$ cat src/verilog/mem_complex_pkg.sv
package mem_complex_pkg;

  localparam int num_cols_lp      = 4;
  localparam int col_id_width_lp  = 2;
  localparam int flit_width_lp    = 64;
  localparam int addr_width_lp    = 32;
  localparam int data_width_lp    = 2 * flit_width_lp; // one block is two flits
  localparam int len_width_lp     = 4;
  localparam int tag_width_lp     = 8;
  localparam int op_width_lp      = 2;
  localparam int hdr_pad_width_lp = flit_width_lp - 2 * col_id_width_lp - len_width_lp
                                    - op_width_lp - tag_width_lp;

  typedef logic [col_id_width_lp-1:0] col_id_t;
  typedef logic [len_width_lp-1:0]    len_t;
  typedef logic [tag_width_lp-1:0]    tag_t;

  // number of flits after the header
  localparam len_t wr_cmd_len_lp  = len_t'(3);  // addr, data lo, data hi
  localparam len_t rd_cmd_len_lp  = len_t'(1);  // addr
  localparam len_t rd_resp_len_lp = len_t'(2);  // data lo, data hi
  localparam len_t wr_resp_len_lp = len_t'(0);  // header only

  typedef enum logic [op_width_lp-1:0]
  {
    e_mem_rd = 2'b00
    , e_mem_wr = 2'b01
  } mem_op_e;

  // first flit of every packet
  typedef struct packed
  {
    logic [hdr_pad_width_lp-1:0] pad;
    tag_t                        tag;
    mem_op_e                     opcode;
    len_t                        len;
    col_id_t                     src_col;
    col_id_t                     dest_col;
  } wh_header_t;

  typedef struct packed
  {
    mem_op_e                  opcode;
    col_id_t                  src_col;
    tag_t                     tag;
    logic [addr_width_lp-1:0] addr;
    logic [data_width_lp-1:0] data;
  } mem_msg_t;

  // ready runs the other way, outside the struct
  typedef struct packed
  {
    logic                     v;
    logic [flit_width_lp-1:0] data;
  } wh_link_t;

endpackage
$ cat src/verilog/wormhole_col_merger.sv
`timescale 1ns/1ps

module wormhole_col_merger
  (input                                                               clk_i
   , input                                                             rst_n_i

   , input  mem_complex_pkg::wh_link_t [mem_complex_pkg::num_cols_lp-1:0] col_link_i
   , output logic [mem_complex_pkg::num_cols_lp-1:0]                   col_ready_o

   , output mem_complex_pkg::wh_link_t                                 link_o
   , input                                                             ready_i
   );

  mem_complex_pkg::wh_header_t hdr;
  mem_complex_pkg::col_id_t    last_r;
  mem_complex_pkg::col_id_t    grant_r;
  mem_complex_pkg::col_id_t    grant;
  mem_complex_pkg::col_id_t    pick;
  mem_complex_pkg::col_id_t    idx;
  mem_complex_pkg::len_t       count_r;
  logic                        locked_r;
  logic                        found;
  logic                        accept;

  // round robin, search starts after the last winner
  always_comb
    begin
      found = 1'b0;
      pick  = last_r;
      idx   = last_r;
      for (int i = 1; i <= mem_complex_pkg::num_cols_lp; i++)
        begin
          idx = last_r + mem_complex_pkg::col_id_t'(i); // wraps, num_cols is a power of two
          if (!found && col_link_i[idx].v)
            begin
              found = 1'b1;
              pick  = idx;
            end
        end
    end

  assign grant       = locked_r ? grant_r : pick;
  assign link_o.v    = col_link_i[grant].v;
  assign link_o.data = col_link_i[grant].data;
  assign hdr         = col_link_i[grant].data;
  assign accept      = link_o.v & ready_i;

  always_comb
    begin
      for (int c = 0; c < mem_complex_pkg::num_cols_lp; c++)
        col_ready_o[c] = ready_i & (grant == mem_complex_pkg::col_id_t'(c));
    end

  always_ff @(posedge clk_i or negedge rst_n_i)
    begin
      if (!rst_n_i)
        begin
          locked_r <= 1'b0;
          grant_r  <= '0;
          count_r  <= '0;
          last_r   <= mem_complex_pkg::col_id_t'(mem_complex_pkg::num_cols_lp - 1);
        end
      else if (accept)
        begin
          if (!locked_r)
            begin
              grant_r <= grant;
              count_r <= hdr.len;
              if (hdr.len != '0)
                locked_r <= 1'b1;
              else
                last_r <= grant; // single flit packet
            end
          else
            begin
              count_r <= count_r - 1'b1;
              if (count_r == mem_complex_pkg::len_t'(1))
                begin
                  locked_r <= 1'b0;
                  last_r   <= grant_r;
                end
            end
        end
    end

endmodule

$ cat config.mk
export PLATFORM = sky130hd
export DESIGN_NAME = wormhole_col_merger
export DESIGN_NICKNAME = d
export VERILOG_FILES = /design/src/verilog/mem_complex_pkg.sv /design/src/verilog/wormhole_col_merger.sv
export SDC_FILE = /design/constraint.sdc
export NUM_CORES = 1
export LEC_CHECK = 0
export ABC_AREA = 1
export BUFFER_PORTS_ARGS = -buffer_cell sky130_fd_sc_hd__buf_4
export CORE_AREA = 5 5 124 126
export CTS_CLUSTER_DIAMETER = 80
export CTS_CLUSTER_SIZE = 10
export DETAILED_ROUTE_END_ITERATION = 8
export DIE_AREA = 0 0 129 131
export GPL_TIMING_DRIVEN = 0
export SLEW_MARGIN = 40
export SYNTH_ARGS = -nofsm -noshare
export SYNTH_HDL_FRONTEND = slang
export SYNTH_SLANG_ARGS = --single-unit
$ cat constraint.sdc
create_clock -name clk_i -period 4.2 [get_ports clk_i]
set_input_delay 0.42 -clock clk_i [delete_from_list [all_inputs] [get_ports clk_i]]
set_output_delay 0.42 -clock clk_i [all_outputs]
set_load 0.01 [all_outputs]
* Word-level counts from Yosys, hierarchy flattened
Cells that the tools add are included.
Storage, ports and cells: ROM bits 0, latch bits 0, RAM bits 0, bits of input ports 263, bits in registers 9, output and inout port bits 69, memories kept 0
Cells by class: add/sub/neg operators 4, equal/unequal tests 6, reduce and logical (&&, ||, !) cells 10, shift operators 0, order comparisons 5, mux-type cells 25, $mul 0, bitwise logic cells 6, div/mod/pow operators 0
Operators by type and width (count):
- binary-select mux 65 bit (select 2 bit) | 5
- 2-to-1 mux 65 bit | 5
- 2-to-1 mux 2 bit | 8
- < comparator 2 x 3 -> 1 bit (second input constant) | 5
- 2-to-1 mux 1 bit | 6
- bitwise AND 1 bit | 5
- adder 2 bit (second input constant) | 2
- equality test 2 bit (second input constant) | 2
- equality test 4 x 1 -> 1 bit (second input constant) | 1
- 2-to-1 mux 4 bit | 1
- nonzero test 4 bit | 1
- subtractor 4 x 1 -> 4 bit (second input constant) | 1
- logical AND 1 bit | 3
- logical NOT 1 bit | 3
- AND reduction 3 bit | 1
- adder 2 x 1 -> 2 bit (second input constant) | 1
- equality test 2 x 1 -> 1 bit (second input constant) | 1
- logical NOT 2 bit | 1
- inequality test 2 x 1 -> 1 bit (second input constant) | 1
- inequality test 2 bit (second input constant) | 1
- AND reduction 2 bit | 1
- NOT 1 bit | 1

* Depth between registers and ports, before layout
depth in word-level cells 19, mapped depth 23, gate-level depth less buffers 21

* Worst setup path before layout
No wires, ideal clock.
kind register -> output, start point reg last_r[0], end point out col_ready_o[3] (netlist name), cell stages (with the launch flop) 17, data required time 3780 ps, arrival 2096 ps, slack 1684 ps, path through dfstp_2 -> buf_6 -> inv_4 -> nand2_1 -> nand2_1 -> nand2_1 -> nand2_1 -> inv_2 -> nand3_1 -> nand3_1 -> nand3_2 -> nand2_4 -> inv_2 -> buf_4 -> buf_2 -> buf_2 -> nor3_1
Between the ends: cells in the longest elaborated chain, start to end 16
Ends and longest elaborated chain:
- from (decl) | RTL line wormhole_col_merger.sv:15 | mem_complex_pkg::col_id_t last_r;
- from (signal assigned) | RTL line wormhole_col_merger.sv:61 | last_r <= mem_complex_pkg::col_id_t'(mem_complex_pkg::num_cols_lp - 1);
- from (signal assigned) | RTL line wormhole_col_merger.sv:72 | last_r <= grant;
- from (signal assigned) | RTL line wormhole_col_merger.sv:80 | last_r <= grant_r;
- adder 2 x 1 -> 2 bit | RTL line wormhole_col_merger.sv:33 | idx = last_r + mem_complex_pkg::col_id_t'(i);
- binary-select mux 65 bit (select 2 bit) | RTL line wormhole_col_merger.sv:34 | if (!found && col_link_i[idx].v)
- 2-to-1 mux 65 bit (not written as such) | RTL line wormhole_col_merger.sv:34
- 2-to-1 mux 1 bit | RTL line wormhole_col_merger.sv:34
- logical NOT 1 bit | RTL line wormhole_col_merger.sv:34
- logical AND 1 bit | RTL line wormhole_col_merger.sv:34
- 2-to-1 mux 1 bit | RTL line wormhole_col_merger.sv:34
- logical NOT 1 bit | RTL line wormhole_col_merger.sv:34
- logical AND 1 bit | RTL line wormhole_col_merger.sv:34
- 2-to-1 mux 1 bit | RTL line wormhole_col_merger.sv:34
- logical NOT 1 bit | RTL line wormhole_col_merger.sv:34
- logical AND 1 bit | RTL line wormhole_col_merger.sv:34
- 2-to-1 mux 2 bit (*) | RTL line wormhole_col_merger.sv:34
- 2-to-1 mux 2 bit (*) | RTL line wormhole_col_merger.sv:42 | assign grant = locked_r ? grant_r : pick;
- equality test 2 bit (*) | RTL line wormhole_col_merger.sv:51 | col_ready_o[c] = ready_i & (grant == mem_complex_pkg::col_id_t'(c));
- bitwise AND 1 bit (*) | RTL line wormhole_col_merger.sv:51
- to (decl) | RTL line wormhole_col_merger.sv:8 | , output logic [mem_complex_pkg::num_cols_lp-1:0] col_ready_o
Mark *: on every way between the ends. The rest lies on a longest branch, timed or not. The select of a mux whose other input is x is not followed.

==> results.yml <==
sta:
  rsz0062_at_grt: "no"
  period_share: 0.8126
  tightest_slew_ps: 770.9
  drv_slew: 0
  whs_ps: 5.887
  period_minus_slack_ps: 3413
  finClkSkew_ps: 0.4880
  setup_viol: 0
  hold_violations: 0
  finalSetupTns_ps: 0
  fmax_ghz: 0.2930
  slew_headroom: 0.4861
grt:
  grt_pass1_wl_um: 24830
  gr-total-overflow: 0
  grt_pass1_vias: 4434
  antenna_found_initial: 0
  grt_max_degree: 11
  grt.total_usage: 0.1885
yosys:
  syn_area_um2: 2526
  synth-main-ff-cell: "dfrtp_1"
  synth_warnings: 0
  syn_inst: 442
  synth.distinct_cells: 29
  synth_top_area_frac: 0.3883
  synth_top_cells_by_area: "nand3_1 39%, a22oi_1 18%, nand2_1 12%, dfrtp_1 6.9%, buf_2 4.8%"
  synth-async-reset-ratio: 1.000
  yosysTopAreaCell: "nand3_1"
  syn_nets: 707
  synth_edf_count: 0
  avgSynthCellArea_um2: 5.715
  synth-seq-cells: 9
  ys_seq_area_frac: 0.09014
clock_network:
  cts.root.buffer_cell: "clkbuf_16"
  cts-htree-levels: 1
  hold_buffers: 0
  post_cts_resized: 0
  cts_made_buffers: 3
  insertion_delay_ps: 230
  clk_pin_slew_worst_paths_ps: 40
  cts_tree: "done"
  cts_sinks: 9
  post_cts_buffers: 0
  clockBufferDepth: 2
run:
  drv_cap: 0
worst_setup_path:
  critPathCaptureType: "output pin"
  crit_buf_inv: 8
  cp_data_required_time_ps: 3780
  cp_top_family: "buffers and inverters"
  startpoint_type: "flip-flop"
  crit_path_cell_trace: "buf_6 > inv_4 > nand2_1 > nand2_1 > nand2_1 > nand2_1 > inv_2 > nand2_1 > nand2_1 > nand3_1 > nand3_2 > nand2_4 > inv_2 > buf_4 > buf_2 > buf_2 > nand3_1 > nand3_1 > buf_4"
  cp_common_cell: "nand2_1"
  arrival_ps: 2990
  crit_fanout: 10
  worstSetupPathType: "reg2out"
  max_stage_delay_ps: 510
  slowest_stage: "dfstp_2"
placed_design:
  gp_congestion: 0.8482
  dp_cells: 957
  hpwl_um: 15030
  io_buffer_count: 331
power:
  switchingPower_uw: 2203
  swShare: 0.5458
  peakVddDrop_mv: 0.4042
  power.total_uw: 4037
  p_int_uw: 1834
  p_clk_frac: 0.041
  p_leak_uw: 0.002798
  p_comb_frac: 0.920
  p_per_area_nw_per_um2: 758.9
  pwr-share-seq: 0.039
final_layout:
  drive_above_1_share: 0.5045
  seq_area_um2: 227.7
  diodes: 0
  instances_no_fill: 961
  fill_cells: 1591
  multiInputGateArea_um2: 2004
  synthToLayoutAreaGrowth_pct: 110.6
  nNetsFinal: 1043
route:
  avgViaCountPerCell: 4.892
  firstDrtPassIters: 5
  drtAntennaViolNets: 0
  wire_per_inst_um: 18.93
  routed_wl_um: 18190
  drc: 0
  dr.first_iter.drc_count: 331
  via_count: 4701
die:
  initial_utilization: 0.1779
  row_count: 44
  fp.dieArea_um2: 16900
  die_h_um: 131
  ios: 332
  die_w_um: 129
  core_um2: 14200
min_path:
  min_path_type: "in2async"
status:
  status: "finished, final reports clean"
-- worst reg2reg max path: cells and delay by family (launching register included) --
kind | cells | cell delay [ps]
AO/OA/AOI/OAI | 1 | 50
buffers and inverters | 5 | 570
flip-flops | 1 | 510
AND/OR/NAND/NOR | 16 | 1230
-- sequential cells by signal (all words and copies together) (netlist names) --
register,cells
last_r,2
locked_r,1
count_r,4
grant_r,2
-- metal layers --
layer  wire [um]  track usage  share of wire  up-vias
met5           0            0              0        -
met2        8939       0.3290           0.49      281
met4         270      0.03706          0.015        0
met1        6964       0.2345           0.38     2111
li1            -            -              -     2291
met3        2015      0.05041           0.11       18
-- stage by stage --
stage	util	cell area, um2	setup slack, ps
global placement	0.3690	5241	944.7
floorplan	-	2526	1684
global route	0.3746	5320	477.0
detailed placement	0.3690	5241	963.7
CTS	0.3746	5320	703.1
finish	0.3746	5320	787.2
-- worst paths after layout --
path	from	endpoint	slack, ps	cells past startpoint
setup / recovery	last_r[0]$_DFFE_PN1P_	link_o[46]	790	19
setup reg to reg	last_r[0]$_DFFE_PN1P_	grant_r[0]$_DFFE_PN0P_	1690	22
min in group clk_i	grant_r[0]$_DFFE_PN0P_	grant_r[0]$_DFFE_PN0P_	490	2
hold reg to reg	grant_r[0]$_DFFE_PN0P_	grant_r[0]$_DFFE_PN0P_	490	2
hold / removal	rst_n_i	count_r[3]$_DFFE_PN0P_	6	1
max in group asynchronous	rst_n_i	last_r[0]$_DFFE_PN1P_	3980	1
-- cells in the final DEF, fill, tap and decap left out, types with 3 or more instances in the layout --
cell,count
buf_4,338
nand3_1,196
nand2_1,78
a22oi_1,61
buf_2,24
clkbuf_1,10
nand2_2,8
dfrtp_1,7
inv_1,6
nor2_1,6
inv_2,5
o21ai_0,5
a21oi_1,4
buf_6,3
nand2_4,3
nor3_1,3
clkbuf_16,3
-- cell type report --
class                      count  share of cell area
inverter                      13             0.01011
multi-input combinational    377              0.3768
clock buffer                   4             0.01482
sequential                     9             0.04280
tap                          184             0.04327
buffer                        43             0.04516
timing repair buffer         331              0.4671
-- power groups by stage --
stage | registers [uW] | logic, uW | clock network (uW)
final | 157 | 3710 | 166
after global routing | 161 | 4060 | 175
after CTS | 156 | 3740 | 171
after detailed placement | 158 | 3730 | 0
after global placement | 157 | 3750 | 0
after floorplan | 151 | 2020 | 0
-- synthesized netlist by cell type, drive strengths merged, types with 2 or more instances --
master and count:
a21oi 4, a22oi 61, buf 34, clkbuf 9
dfrtp 7, dfstp 2, ha 2, inv 13
nand2 89, nand3 197, nor2 8, nor3 3
o21ai 7
-- logic make-up after synthesis --
logic type,after synthesis,synth area share
fa+ha+maj,2,0.009904
flops,9,0.09014
xor+xnor,2,0.006935
buf+inv,56,0.1164
compound gates,74,0.2085
simple gates,299,0.5681
Note: power is estimated with default switching activity, not from simulation.
