<file path="src/verilog/mem_complex_pkg.sv">
package mem_complex_pkg;

  localparam int num_cols_lp      = 4;
  localparam int col_id_width_lp  = 2;
  localparam int flit_width_lp    = 64;
  localparam int addr_width_lp    = 32;
  localparam int data_width_lp    = 2 * flit_width_lp; // one block is two flits
  localparam int len_width_lp     = 4;
  localparam int tag_width_lp     = 8;
  localparam int op_width_lp      = 2;
  localparam int hdr_pad_width_lp = flit_width_lp - 2 * col_id_width_lp - len_width_lp
                                    - op_width_lp - tag_width_lp;

  typedef logic [col_id_width_lp-1:0] col_id_t;
  typedef logic [len_width_lp-1:0]    len_t;
  typedef logic [tag_width_lp-1:0]    tag_t;

  // number of flits after the header
  localparam len_t wr_cmd_len_lp  = len_t'(3);  // addr, data lo, data hi
  localparam len_t rd_cmd_len_lp  = len_t'(1);  // addr
  localparam len_t rd_resp_len_lp = len_t'(2);  // data lo, data hi
  localparam len_t wr_resp_len_lp = len_t'(0);  // header only

  typedef enum logic [op_width_lp-1:0]
  {
    e_mem_rd = 2'b00
    , e_mem_wr = 2'b01
  } mem_op_e;

  // first flit of every packet
  typedef struct packed
  {
    logic [hdr_pad_width_lp-1:0] pad;
    tag_t                        tag;
    mem_op_e                     opcode;
    len_t                        len;
    col_id_t                     src_col;
    col_id_t                     dest_col;
  } wh_header_t;

  typedef struct packed
  {
    mem_op_e                  opcode;
    col_id_t                  src_col;
    tag_t                     tag;
    logic [addr_width_lp-1:0] addr;
    logic [data_width_lp-1:0] data;
  } mem_msg_t;

  // ready runs the other way, outside the struct
  typedef struct packed
  {
    logic                     v;
    logic [flit_width_lp-1:0] data;
  } wh_link_t;

endpackage
</file>
<file path="src/verilog/wormhole_col_router.sv">
`timescale 1ns/1ps

module wormhole_col_router
  (input                                                               clk_i
   , input                                                             rst_n_i

   , input  mem_complex_pkg::wh_link_t                                 link_i
   , output logic                                                      ready_o

   , output mem_complex_pkg::wh_link_t [mem_complex_pkg::num_cols_lp-1:0] col_link_o
   , input  logic [mem_complex_pkg::num_cols_lp-1:0]                   col_ready_i
   );

  mem_complex_pkg::wh_header_t hdr;
  mem_complex_pkg::col_id_t    route;
  mem_complex_pkg::col_id_t    route_r;
  mem_complex_pkg::len_t       count_r;
  logic                        locked_r;
  logic                        accept;

  assign hdr    = link_i.data;
  assign route  = locked_r ? route_r : hdr.dest_col; // idle flit is always a header
  assign accept = link_i.v & ready_o;

  assign ready_o = col_ready_i[route];

  always_comb
    begin
      for (int c = 0; c < mem_complex_pkg::num_cols_lp; c++)
        begin
          col_link_o[c].v    = link_i.v & (route == mem_complex_pkg::col_id_t'(c));
          col_link_o[c].data = link_i.data;
        end
    end

  always_ff @(posedge clk_i or negedge rst_n_i)
    begin
      if (!rst_n_i)
        begin
          locked_r <= 1'b0;
          route_r  <= '0;
          count_r  <= '0;
        end
      else if (accept)
        begin
          if (!locked_r)
            begin
              // header with no body leaves the router idle
              locked_r <= (hdr.len != '0);
              route_r  <= hdr.dest_col;
              count_r  <= hdr.len;
            end
          else
            begin
              count_r <= count_r - 1'b1;
              if (count_r == mem_complex_pkg::len_t'(1))
                locked_r <= 1'b0; // tail flit
            end
        end
    end

endmodule

</file>
<file path="config.mk">
export PLATFORM = sky130hd
export DESIGN_NAME = wormhole_col_router
export DESIGN_NICKNAME = d
export VERILOG_FILES = /design/src/verilog/mem_complex_pkg.sv /design/src/verilog/wormhole_col_router.sv
export SDC_FILE = /design/constraint.sdc
export NUM_CORES = 1
export LEC_CHECK = 0
export CAP_MARGIN = 20
export CORE_AREA = 2 2 129 131
export CTS_CLUSTER_SIZE = 20
export DETAILED_ROUTE_END_ITERATION = 6
export DIE_AREA = 0 0 131 133
export DONT_BUFFER_PORTS = 1
export PLACE_DENSITY_LB_ADDON = 0.2
export SLEW_MARGIN = 20
export SYNTH_ARGS = -nofsm -noshare
export SYNTH_HDL_FRONTEND = slang
export SYNTH_SLANG_ARGS = --single-unit
</file>
<file path="constraint.sdc">
create_clock -name clk_i -period 1.53 [get_ports clk_i]
set_input_delay 0.306 -clock clk_i [delete_from_list [all_inputs] [get_ports clk_i]]
set_output_delay 0.306 -clock clk_i [all_outputs]
set_load 0.02 [all_outputs]
</file>
# ---- Word level (Yosys, flattened, before mapping)
# Cells that the tools add are included.
dict set report op_classes {
  mux 6
  n_eq_ne 4
  n_reduce_logical 2
  add_sub_neg 1
  order_cmp 1
  n_bitwise 5
}
# op count
set op_table {}
lappend op_table {{$and A1 B1 Y1} 5}
lappend op_table {{$eq A2 B2 Y1 const B} 2}
lappend op_table {{$eq A4 B1 Y1 const B} 1}
lappend op_table {{$mux W4} 1}
lappend op_table {{$reduce_bool A4 Y1} 1}
lappend op_table {{$sub A4 B1 Y4 const B} 1}
lappend op_table {{$lt A2 B3 Y1 const B} 1}
lappend op_table {{$mux W1} 3}
lappend op_table {{$bmux W1 S2} 1}
lappend op_table {{$eq A2 B1 Y1 const B} 1}
lappend op_table {{$logic_not A2 Y1} 1}
lappend op_table {{$mux W2} 1}
dict set report word_totals {
  input_bits 71
  output_inout_bits 261
  reg_bits 7
  word_cells 22
}

# ---- Depth between registers and ports, before layout
# Gate-level depths: netlist of run 1.
dict set report logic_depth {
  ltp_word 4
  ltp_mapped 6
}

# ---- Worst setup path after synthesis of run 1
# Ideal clock, no wire load.
dict set report synth_path {
  kind {register -> register}
  startpoint {register locked_r}
  endpoint {register count_r[3]}
  path_slack_ns -0.101
  required_time_ns 1.402
  path_stages_with_launch 7
  t_arrival_ns 1.503
  path_cell_list {dfrtp_1 -> mux2_4 -> mux2i_2 -> o22ai_2 -> buf_6 -> mux2i_1 -> nand3_1}
}
dict set report synth_via {
  elab_chain_len 4
}
# element line_no
set synth_lines {}
lappend synth_lines {{from (decl)} wormhole_col_router.sv:18} ;# logic locked_r;
lappend synth_lines {{from (signal assigned)} wormhole_col_router.sv:49} ;# locked_r <= (hdr.len != '0);
lappend synth_lines {{$mux W2} n/a}
lappend synth_lines {{$bmux W1 S2} wormhole_col_router.sv:25} ;# assign ready_o = col_ready_i[route];
lappend synth_lines {{$mux W1 (implied by the code)} wormhole_col_router.sv:25}
lappend synth_lines {{$and A1 B1 Y1} wormhole_col_router.sv:23} ;# assign accept = link_i.v & ready_o;
lappend synth_lines {{to (signal assigned)} wormhole_col_router.sv:51} ;# count_r <= hdr.len;
lappend synth_lines {{to (signal assigned)} wormhole_col_router.sv:55} ;# count_r <= count_r - 1'b1;
lappend synth_lines {{to (decl)} wormhole_col_router.sv:17} ;# mem_complex_pkg::len_t count_r;
# Several ways; a longest one is shown, not always the timed one. The select of a mux whose other input is x is not followed.
# A chain may end at the register's enable or synchronous reset.

# ---- Worst setup path in the final report of run 1
dict set report layout_path {
  startpoint {register locked_r}
  endpoint {output port ready_o}
}
dict set report layout_via {
  elab_chain_len 3
}
# element line_no
set layout_lines {}
lappend layout_lines {{$mux W2} n/a}
lappend layout_lines {{$bmux W1 S2} wormhole_col_router.sv:25}
lappend layout_lines {{$mux W1 (implied by the code)} wormhole_col_router.sv:25}
lappend layout_lines {{to (decl)} wormhole_col_router.sv:8} ;# , output logic ready_o
# Every way passes these cells. The select of a mux whose other input is x is not followed.

==> results of run 1 <==
[kinds of logic after synthesis]
family	after synthesis	synth area share [%]
flip-flops	7	7.22
multiplexers	9	4.13
adder cells (fa/ha/maj)	2	1.03
buffers and inverters	263	80.6
AND/OR/NAND/NOR	22	5.05
AO/OA/AOI/OAI	7	1.96
[registers in the layout, indices dropped and copies added, names as in the netlist]
name and cells:
count_r 4, route_r 2, locked_r 1
[Yosys cell counts]
master and instances:
dfrtp_1 7, nand3b_1 3, o22ai_1 1, nor4bb_1 1, mux2_4 1, nor2_1 7, nand2b_1 2, a22o_1 1
nor3b_1 1, o22ai_2 1, mux2i_2 1, nor3_1 1, a21oi_1 2, clkbuf_1 1, o21ai_1 2, buf_6 1
mux2_1 1, inv_1 5, ha_1 2, nand2_1 2, nand4b_1 1, mux2i_1 6, nand4_1 1, buf_4 256
nand3_1 2, or3_1 1
[worst reg2reg max path, delay by kind of cell (launching register included)]
kind / cells / cell delay [ns]
flip-flops: 1 / 0.40
multiplexers: 3 / 0.84
AO/OA/AOI/OAI: 1 / 0.17
buffers and inverters: 2 / 0.29
[metal layers]
layer	global-route usage [%]	wire [µm]
met4	3.84	247
met3	2.83	699
met5	0	0
met2	4.40	1310
met1	2.48	737
[placed cells by master, fill, tap and decap left out]
| cell type | synthesis | layout |
|---|---|---|
| buf_4 | 256 | 16 |
| nand2b_4 | 0 | 1 |
| a21oi_1 | 2 | 2 |
| nor2_2 | 0 | 1 |
| nand3b_1 | 3 | 3 |
| mux2i_4 | 0 | 3 |
| nor2_4 | 0 | 2 |
| dfrtp_1 | 7 | 7 |
| dlygate4sd3_1 | 0 | 1 |
| a22o_1 | 1 | 1 |
| nand3_1 | 2 | 2 |
| nand4b_1 | 1 | 1 |
| nor3b_1 | 1 | 1 |
| nand2_2 | 0 | 1 |
| ha_1 | 2 | 2 |
| nand2_1 | 2 | 1 |
| mux2i_1 | 6 | 3 |
| nand2b_1 | 2 | 1 |
| inv_1 | 5 | 5 |
| clkbuf_1 | 1 | 1 |
| o21ai_2 | 0 | 1 |
| nor4bb_1 | 1 | 1 |
| mux2_4 | 1 | 2 |
| o22ai_4 | 0 | 1 |
| o22ai_2 | 1 | 1 |
| nor2_1 | 7 | 4 |
| nand4_1 | 1 | 1 |
| o21ai_1 | 2 | 1 |
| mux2i_2 | 1 | 1 |
| buf_6 | 1 | 10 |
| nor3_1 | 1 | 1 |
| or3_1 | 1 | 1 |
| clkbuf_16 | 0 | 3 |
[per-stage QoR]
stage                     setup slack (ns)  utilization (%)  cells  power [mW]  hold WS (ns)
after floorplan                     -0.101                -    310        1.66        0.0104
after global placement              -0.142             5.56    290       0.964        0.0107
after detailed placement            -0.186             5.56    290       0.961        0.0108
after CTS                           -0.373             6.99    300        1.62         0.251
after global routing                -0.417             7.25    303        1.78         0.257
final                               -0.360             7.25    303        1.66         0.251
[worst max-delay path by stage]
stage                     slack [ns]          to
final                          -0.36     ready_o
after global routing           -0.42     ready_o
after CTS                      -0.37     ready_o
after detailed placement       -0.19    locked_r
after global placement         -0.14    locked_r
after floorplan                -0.10  count_r[3]
[what timing repair did]
item	CTS	global route
cloned	0	0
resized for setup	22	5
hold buffers	1	0
endpoints found under the hold margin	7	0
endpoints found under the setup margin	11	12
pin swaps	4	2
setup buffers	5	3
[report_power, final]
group	internal (mW)	total (mW)	switching, mW
registers	0.249	0.307	0.0577
logic	0.509	0.905	0.396
clock network	0.347	0.444	0.0971
[final cells by class]
type / instances / area (µm²) / area share, %
Multi-Input combinational cell: 40 / 382 / 32.6
Tap cell: 220 / 275 / 23.5
Timing Repair Buffer: 27 / 243 / 20.7
Sequential cell: 7 / 175 / 14.9
Clock buffer: 4 / 78.8 / 6.72
Inverter: 5 / 18.8 / 1.60
==> run summary, run 1 <==
Hold Path Class = in -> reg
Ranking of synthesized cells by area = buf_4, dfrtp_1, mux2i_1
Syn avg cell area = 7.83 µm²
CTS sink count = 7
Crit path kind = reg -> out
Clk slew on worst S/H paths = 0.04 ns
# rows = 47
Antenna cells = 0
Final Hold Viols = 0
Vias in the first global route = 713
Reg2reg end = locked_r
Largest net degree at the start of global routing = 12
Hold_sp = link_i[6]
CP required = 1.22 ns
Die Wd = 131 µm
I/O pin count = 332
P_leak = 0.419 nW
Fillers = 1890
Crit path cell chain = mux2_4 -> mux2i_4 -> buf_6 -> mux2i_1 -> buf_4
Crit start category = flip-flop
Max FO, Critical Path = 3
Initial Util = 15.0%
Post-Synthesis Cells = 310
Global-route wire length before repair = 4.18 mm
CP endpoint kind = output pin
Post-Syn Area = 0.00243 mm²
Max-cap violations = 0
Final Cycle Share = 124%
# H-tree levels = 1
Detailed Route WL = 2.99 mm
CTS root buf = clkbuf_16
Share of layout cells above drive strength 1 = 51.8%
Max Buffers Root-to-Sink = 2
Initial antenna violation count = 0
Die height = 133 µm
Reg2reg start = locked_r
CTS Buf Count = 3
Area of the die = 0.0174 mm²
Worst slew pin tran = 0.362 ns
P per Cell Area = 1410 mW/mm²
Setup TNS = -3.07 ns
Worst Skew = 0.00271 ns
Slowest stage cell, crit path = dfrtp_1
CP startpoint = locked_r
Clock Latency Late Sink = 0.23 ns
CORE AREA = 0.0162 mm²
R2R depth = 6
Status = finished with violations
Flop-to-flop setup slack = -0.30 ns
Yosys cell types = 26
Post-synthesis sequential area ratio = 7.22%
PortBufs = 0
Initial DRT Pass Iterations = 2
Worst Path Arrival = 1.58 ns
Buf/Inv on CP = 2
Hold path endpoint = count_r[2]
Largest area contributor in the netlist = buf_4
Pins over their slew limit = 0
Crit path max-delay family = multiplexers
Final GP Congestion = 0.618
RSZ-0062 raised after global routing = yes
Hold Path Depth = 2
All-Layer GR Usage = 3.23%
Slew HR = 75.8%
Flops & latches, synth = 7
Via Count = 582
Synth warnings = 0
Critical path's largest stage delay = 0.40 ns
Congestion Overflow GR = 0
Fmax = 529 MHz
Levels on crit path = 5
Post-route ant nets = 0
Via/cell ratio = 1.92
Syn Nets = 383
Placed Area = 900 µm²
Layout area overhead = -51.7%
Final worst path period need = 1.89 ns
CTS tree = built
DR iter-0 viols = 11
Residual DRC = 0
Yosys top cell area share = 79.2%
Failing checks = setup timing
Final setup vio count = 12
Worst IR Drop VDD = 0.343 mV
DR WL/cell = 9.87 µm
Layout Nets = 157
Final Worst Setup Slack = -0.360 ns
Post-route cell area = 0.00117 mm²
Detail Placement HPWL = 2.31 mm
No activity file was read; power rests on OpenSTA's default activity.
==> run 2, diff against run 1 <==
--- a/config.mk
+++ b/config.mk
@@ -12,6 +12,7 @@
 export DIE_AREA = 0 0 131 133
 export DONT_BUFFER_PORTS = 1
 export PLACE_DENSITY_LB_ADDON = 0.2
+export SETUP_SLACK_MARGIN = 0.4
 export SLEW_MARGIN = 20
 export SYNTH_ARGS = -nofsm -noshare
 export SYNTH_HDL_FRONTEND = slang
==> run 2 against run 1 <==
The run still ends with setup timing left. Register-to-register slack got worse by 0.03 ns. Combinational power decreased by 15%. Sequential cell count stayed put. Die area is the same. Design area shrank 7.8%. Setup slack gained 0.013 ns. Sequential power down 1%. Clock-buffer cell count stayed put. Cell count fell by 0.99%. Fmax rose by 0.70%. First-iteration DRC count increased by 120%. Clock skew fell by 0.0021 ns. Critical path type unchanged. Critical endpoint unchanged.
==> run summary, run 2 (synthesized netlist as in run 1, its figures left out) <==
Crit path kind = reg -> out
Failing checks = setup timing
Final Cycle Share = 123% (-0.86 points)
I/O pin count = 332 (unchanged)
Initial DRT Pass Iterations = 2 (unchanged)
Post-route cell area = 0.00108 mm² (-7.8%)
Final GP Congestion = 0.608 (-1.7%)
DR iter-0 viols = 24 (+13)
Detailed Route WL = 2.88 mm (-3.7%)
Worst Path Arrival = 1.57 ns (about the same)
Clock Latency Late Sink = 0.23 ns (about the same)
Hold Path Class = in -> reg
Initial antenna violation count = 0 (unchanged)
Die Wd = 131 µm (unchanged)
Final hold slack = 0.249 ns (-0.00224 ns)
Final worst path period need = 1.88 ns (-0.0132 ns)
P_leak = 0.392 nW (-6.4%)
Crit path max-delay family = multiplexers
Pins over their slew limit = 0 (unchanged)
Post-route ant nets = 0 (unchanged)
Detail Placement HPWL = 2.26 mm (-2.1%)
CORE AREA = 0.0162 mm² (unchanged)
Fmax = 533 MHz (+0.70%)
CP required = 1.22 ns (about the same)
Most common cell after layout, fill and taps aside = buf_4
Most frequent cells in the layout = buf_4, dfrtp_1, inv_1, nor2_1, mux2i_1
Largest reg by FF count = count_r
Worst slew pin tran = 0.387 ns (+0.0255 ns)
Global-route wire length before repair = 4.04 mm (-3.5%)
Area of the die = 0.0174 mm² (unchanged)
# H-tree levels = 1 (unchanged)
RSZ-0062 raised after global routing = yes
Reg area = 175 µm² (unchanged)
Final setup vio count = 12 (unchanged)
Setup TNS = -2.91 ns (+0.160 ns)
Vias in the first global route = 679 (-4.8%)
Final Worst Setup Slack = -0.347 ns (+0.0132 ns)
Critical path's largest stage delay = 0.40 ns (about the same)
Max-cap violations = 0 (unchanged)
Antenna cells = 0 (unchanged)
Residual DRC = 0 (unchanged)
Share of layout cells above drive strength 1 = 42.5% (-9.3 points)
Worst Skew = 0.000629 ns (-0.00208 ns)
Via Count = 563 (-3.3%)
CTS Buf Count = 3 (unchanged)
Buf/Inv on CP = 2 (unchanged)
Crit start category = flip-flop
CP endpoint kind = output pin
Fillers = 1898 (+0.42%)
Clk slew on worst S/H paths = 0.04 ns (about the same)
Slowest stage cell, crit path = dfrtp_1
PortBufs = 0 (unchanged)
Layout Nets = 154 (-1.9%)
Slew HR = 74.1% (-1.7 points)
Crit path cell chain = mux2_4 -> mux2i_4 -> buf_6 -> mux2i_1 -> buf_4
All-Layer GR Usage = 3.07% (-0.16 points)
Via/cell ratio = 1.88 (-2.3%)
# rows = 47 (unchanged)
Largest register FFs = 4 (unchanged)
Max Buffers Root-to-Sink = 2 (unchanged)
Area of the multi-input gates = 343 µm² (-10%)
Initial Util = 15.0% (unchanged)
CTS root buf = clkbuf_16
CTS sink count = 7 (unchanged)
Status = finished with violations
Die height = 133 µm (unchanged)
Final Hold Viols = 0 (unchanged)
DR WL/cell = 9.59 µm (-2.8%)
Final Util = 6.68% (-0.56 points)
Layout area overhead = -55.4%
Placed Area = 925 µm² (+2.8%)
Congestion Overflow GR = 0 (unchanged)
Largest net degree at the start of global routing = 12 (unchanged)
Worst IR Drop VDD = 0.405 mV (+18%)
Max FO, Critical Path = 3 (unchanged)
CTS tree = built
Regs by FF count = count_r (4), route_r (2), locked_r (1)
P per Cell Area = 1400 mW/mm² (-0.53%)
-- run 2: routing by layer --
layer,track usage [%],up-vias,share of wire [%],wire length (µm)
li1,-,243,-,-
met1,2.40,229,26,744
met2,4.00,40,42,1200
met3,2.51,51,22,628
met4,4.20,0,11,310
met5,0,-,0,0
-- run 2: through the flow --
step	setup slack, ns	instances	power (mW)
6_report	-0.347	300	1.52
5_1_grt	-0.462	300	1.64
4_1_cts	-0.368	299	1.55
3_5_place_dp	-0.222	290	0.987
3_3_place_gp	-0.195	290	0.997
2_1_floorplan	-0.101	310	1.70
-- run 2: final cells by class --
type / instances / share of cell area, %
multi-input combinational: 40 / 31.7
timing repair buffer: 24 / 17.6
tap: 220 / 25.5
clock buffer: 4 / 7.29
inverter: 5 / 1.74
sequential: 7 / 16.2
-- run 2: what timing repair did --
item / 4_1_cts / 5_1_grt
pin swaps: 1 / 0
hold buffers: 1 / 0
endpoints found under the hold margin: 7 / 0
resized for setup: 6 / 0
buffers inserted: 4 / 1
endpoints found under the setup margin: 12 / 12
-- run 2: worst reg2reg max path, stage by stage (launching register included) --
cell and delay [ns]:
dfrtp_1 0.40, mux2_4 0.35, mux2i_4 0.20, buf_4 0.13, o22ai_2 0.17, buf_6 0.17, mux2_1 0.32
-- run 2: final timing paths --
kind | startpoint | to | slack [ns] | cells past startpoint
worst min-delay path | link_i[7] | count_r[3] | 0.25 | 2
min in group asynchronous | rst_n_i | route_r[1] | 0.44 | 1
worst max-delay path | locked_r | ready_o | -0.35 | 5
max in group asynchronous | rst_n_i | route_r[0] | 0.82 | 1
worst min register to register | route_r[0] | route_r[0] | 0.54 | 2
worst max register to register | locked_r | locked_r | -0.33 | 6
-- run 2: power by group --
| group | total (mW) | internal, mW | switching [mW] |
|---|---|---|---|
| logic | 0.773 | 0.431 | 0.342 |
| clock network | 0.443 | 0.347 | 0.0965 |
| registers | 0.303 | 0.249 | 0.0535 |
| total | 1.52 | 1.03 | 0.492 |
==> run 3, diff against run 2 <==
--- a/config.mk
+++ b/config.mk
@@ -6,10 +6,10 @@
 export NUM_CORES = 1
 export LEC_CHECK = 0
 export CAP_MARGIN = 20
-export CORE_AREA = 2 2 129 131
+export CORE_AREA = 2 2 128 130
 export CTS_CLUSTER_SIZE = 20
 export DETAILED_ROUTE_END_ITERATION = 6
-export DIE_AREA = 0 0 131 133
+export DIE_AREA = 0 0 130 132
 export DONT_BUFFER_PORTS = 1
 export PLACE_DENSITY_LB_ADDON = 0.2
 export SETUP_SLACK_MARGIN = 0.4
==> constraint.sdc (replaced) <==
create_clock -name clk_i -period 2.16 [get_ports clk_i]
set_input_delay 0.432 -clock clk_i [delete_from_list [all_inputs] [get_ports clk_i]]
set_output_delay 0.432 -clock clk_i [all_outputs]
set_load 0.02 [all_outputs]
==> run 3 against run 2 <==
The flow now finishes without violations. Sequential power fell by 27%. Sequential share of layout area up 0.60 points. First-iteration DRC count fell by 25%. Global-route usage increased by 0.17 points. Via count increased by 3.7%. Critical path depth decreased by 1. Cell count down 4.7%. Clock power down 30%. Sequential cell count is the same. Clock skew barely moved. Register-to-register slack improved by 0.69 ns. Design area shrank 2.9%. Largest cell class unchanged. Highest routed layer unchanged.
==> run summary, run 3 (synthesized netlist as in run 1, its figures left out) <==
Reg2reg end = locked_r
Clk slew on worst S/H paths = 0.04 ns (about the same)
Die height = 132 µm (-0.75%)
Pins over their slew limit = 0 (unchanged)
# H-tree levels = 1 (unchanged)
Share of layout cells above drive strength 1 = 45.7% (+3.2 points)
CTS sink count = 7 (unchanged)
Largest net degree at the start of global routing = 12 (unchanged)
PortBufs = 0 (unchanged)
Crit start category = flip-flop
Die Wd = 130 µm (-0.76%)
# rows = 46 (-2.1%)
Clock Latency Late Sink = 0.23 ns (about the same)
CORE AREA = 0.0157 mm² (-2.8%)
Detailed Route WL = 3.04 mm (+5.5%)
Area of the die = 0.0172 mm² (-1.5%)
Status = finished clean
CTS tree = built
PnR Total Power = 1.03 mW (-32%)
Largest register FFs = 4 (unchanged)
P_leak = 0.347 nW (-11%)
Worst setup endpoint = ready_o
Initial Util = 15.4% (+0.44 points)
Congestion Overflow GR = 0 (unchanged)
CP endpoint kind = output pin
Vias in the first global route = 667 (-1.8%)
Slew HR = 76.3% (+2.2 points)
Worst slew pin tran = 0.355 ns (-0.0326 ns)
Worst Path Arrival = 1.47 ns (-0.10 ns)
DR iter-0 viols = 18 (-25%)
Via/cell ratio = 2.04 (+8.8%)
Via Count = 584 (+3.7%)
Worst Skew = 0.000640 ns (+0.0000113 ns)
Fmax = 527 MHz
CP required = 1.73 ns (+0.51 ns)
Residual DRC = 0 (unchanged)
Max FO, Critical Path = 3 (unchanged)
Final Hold Viols = 0 (unchanged)
Final setup vio count = 0 (-12)
Most common cell after layout, fill and taps aside = buf_4
Detail Placement HPWL = 2.45 mm (+8.5%)
P per Cell Area = 980 mW/mm² (-30%)
Final GP Congestion = 0.563 (-7.3%)
Place WS = 0.382 ns (+0.604 ns)
CP startpoint = locked_r
Max Buffers Root-to-Sink = 2 (unchanged)
Hold Path Class = in -> reg
Final hold slack = 0.379 ns (+0.130 ns)
Post-Route M1 WL = 734 µm (-1.3%)
Initial antenna violation count = 0 (unchanged)
WL met2 = 1.53 mm (+28%)
All-Layer GR Usage = 3.24% (+0.17 points)
Final Cycle Share = 87.8%
Largest reg by FF count = count_r
Initial DRT Pass Iterations = 4 (+2)
Max-cap violations = 0 (unchanged)
R2R depth = 7 (+1)
Worst IR Drop VDD = 0.256 mV (-37%)
Layout area overhead = -56.7%
CTS root buf = clkbuf_16
DR WL/cell = 10.6 µm (+11%)
Reg2reg start = locked_r
Layout Nets = 144 (-6.5%)
I/O pin count = 332 (unchanged)
Met3 WL = 680 µm (+8.3%)
Global-route wire length before repair = 4.22 mm (+4.6%)
Crit path kind = reg -> out
Most frequent cells in the layout = buf_4, dfrtp_1, inv_1
Antenna cells = 0 (unchanged)
Post-route ant nets = 0 (unchanged)
Flop-to-flop setup slack = 0.36 ns (+0.69 ns)
Top routing layer in use = met4
Final worst path period need = 1.90 ns
CTS Buf Count = 3 (unchanged)
Final Worst Setup Slack = 0.263 ns (+0.609 ns)
Regs by FF count = count_r (4), route_r (2), locked_r (1)
Setup TNS = 0 ns (+2.91 ns)
RSZ-0062 raised after global routing = yes
## run 3: cell count changes in the layout (fill, tap and decap cells not counted), moves of 2 or more
cell     delta
nand2_1     -2
buf_6       +2
nand2_2     +2
nor2_4      +2
nor2_1      -2
buf_4      -12
## run 3: worst min path at each step
stage                     cells past startpoint    endpoint  slack [ns]       from
after detailed placement                      0  route_r[1]        0.14    rst_n_i
after floorplan                               0  count_r[0]        0.14    rst_n_i
after global placement                        0  route_r[1]        0.14    rst_n_i
after CTS                                     2  count_r[3]        0.38  link_i[7]
final                                         2  count_r[3]        0.38  link_i[7]
after global routing                          2  count_r[2]        0.40  link_i[6]
## run 3: repair_timing
action	CTS	global route
hold endpoints to repair	7	0
resized for setup	16	9
hold buffers	1	0
pin swaps	1	3
endpoints found under the setup margin	8	11
gates cloned	0	0
setup buffers	9	1
## run 3: layout make-up
type                       instances  area (µm²)
timing repair buffer              14         123
clock buffer                       4        78.8
inverter                           5        18.8
sequential                         7         176
fill                            1839       14700
tap                              216         270
multi-input combinational         40         383
## run 3: layer usage
metal	GRT usage, %	up-vias
met5	0	-
met4	1.79	0
met3	3.29	12
met2	5.67	102
met1	2.03	248
li1	-	222
## run 3: metrics by stage
stage	std cells	utilization [%]	cell area, µm²
floorplan	310	-	2430
global placement	271	4.98	782
detailed placement	271	4.98	782
CTS	285	6.35	997
global route	286	6.68	1050
finish	286	6.68	1050
## run 3: critical path, cell delays in order (launching register included)
cell and delay, ns:
dfrtp_2 0.41, mux2_4 0.34, mux2i_4 0.20, mux2i_1 0.12, buf_4 0.16
## run 3: power breakdown
part           switching, mW  leakage, nW  internal, mW
clock                 0.0667       0.0382         0.245
sequential            0.0447       0.0745         0.177
combinational          0.242        0.234         0.253
total                  0.354        0.347         0.675
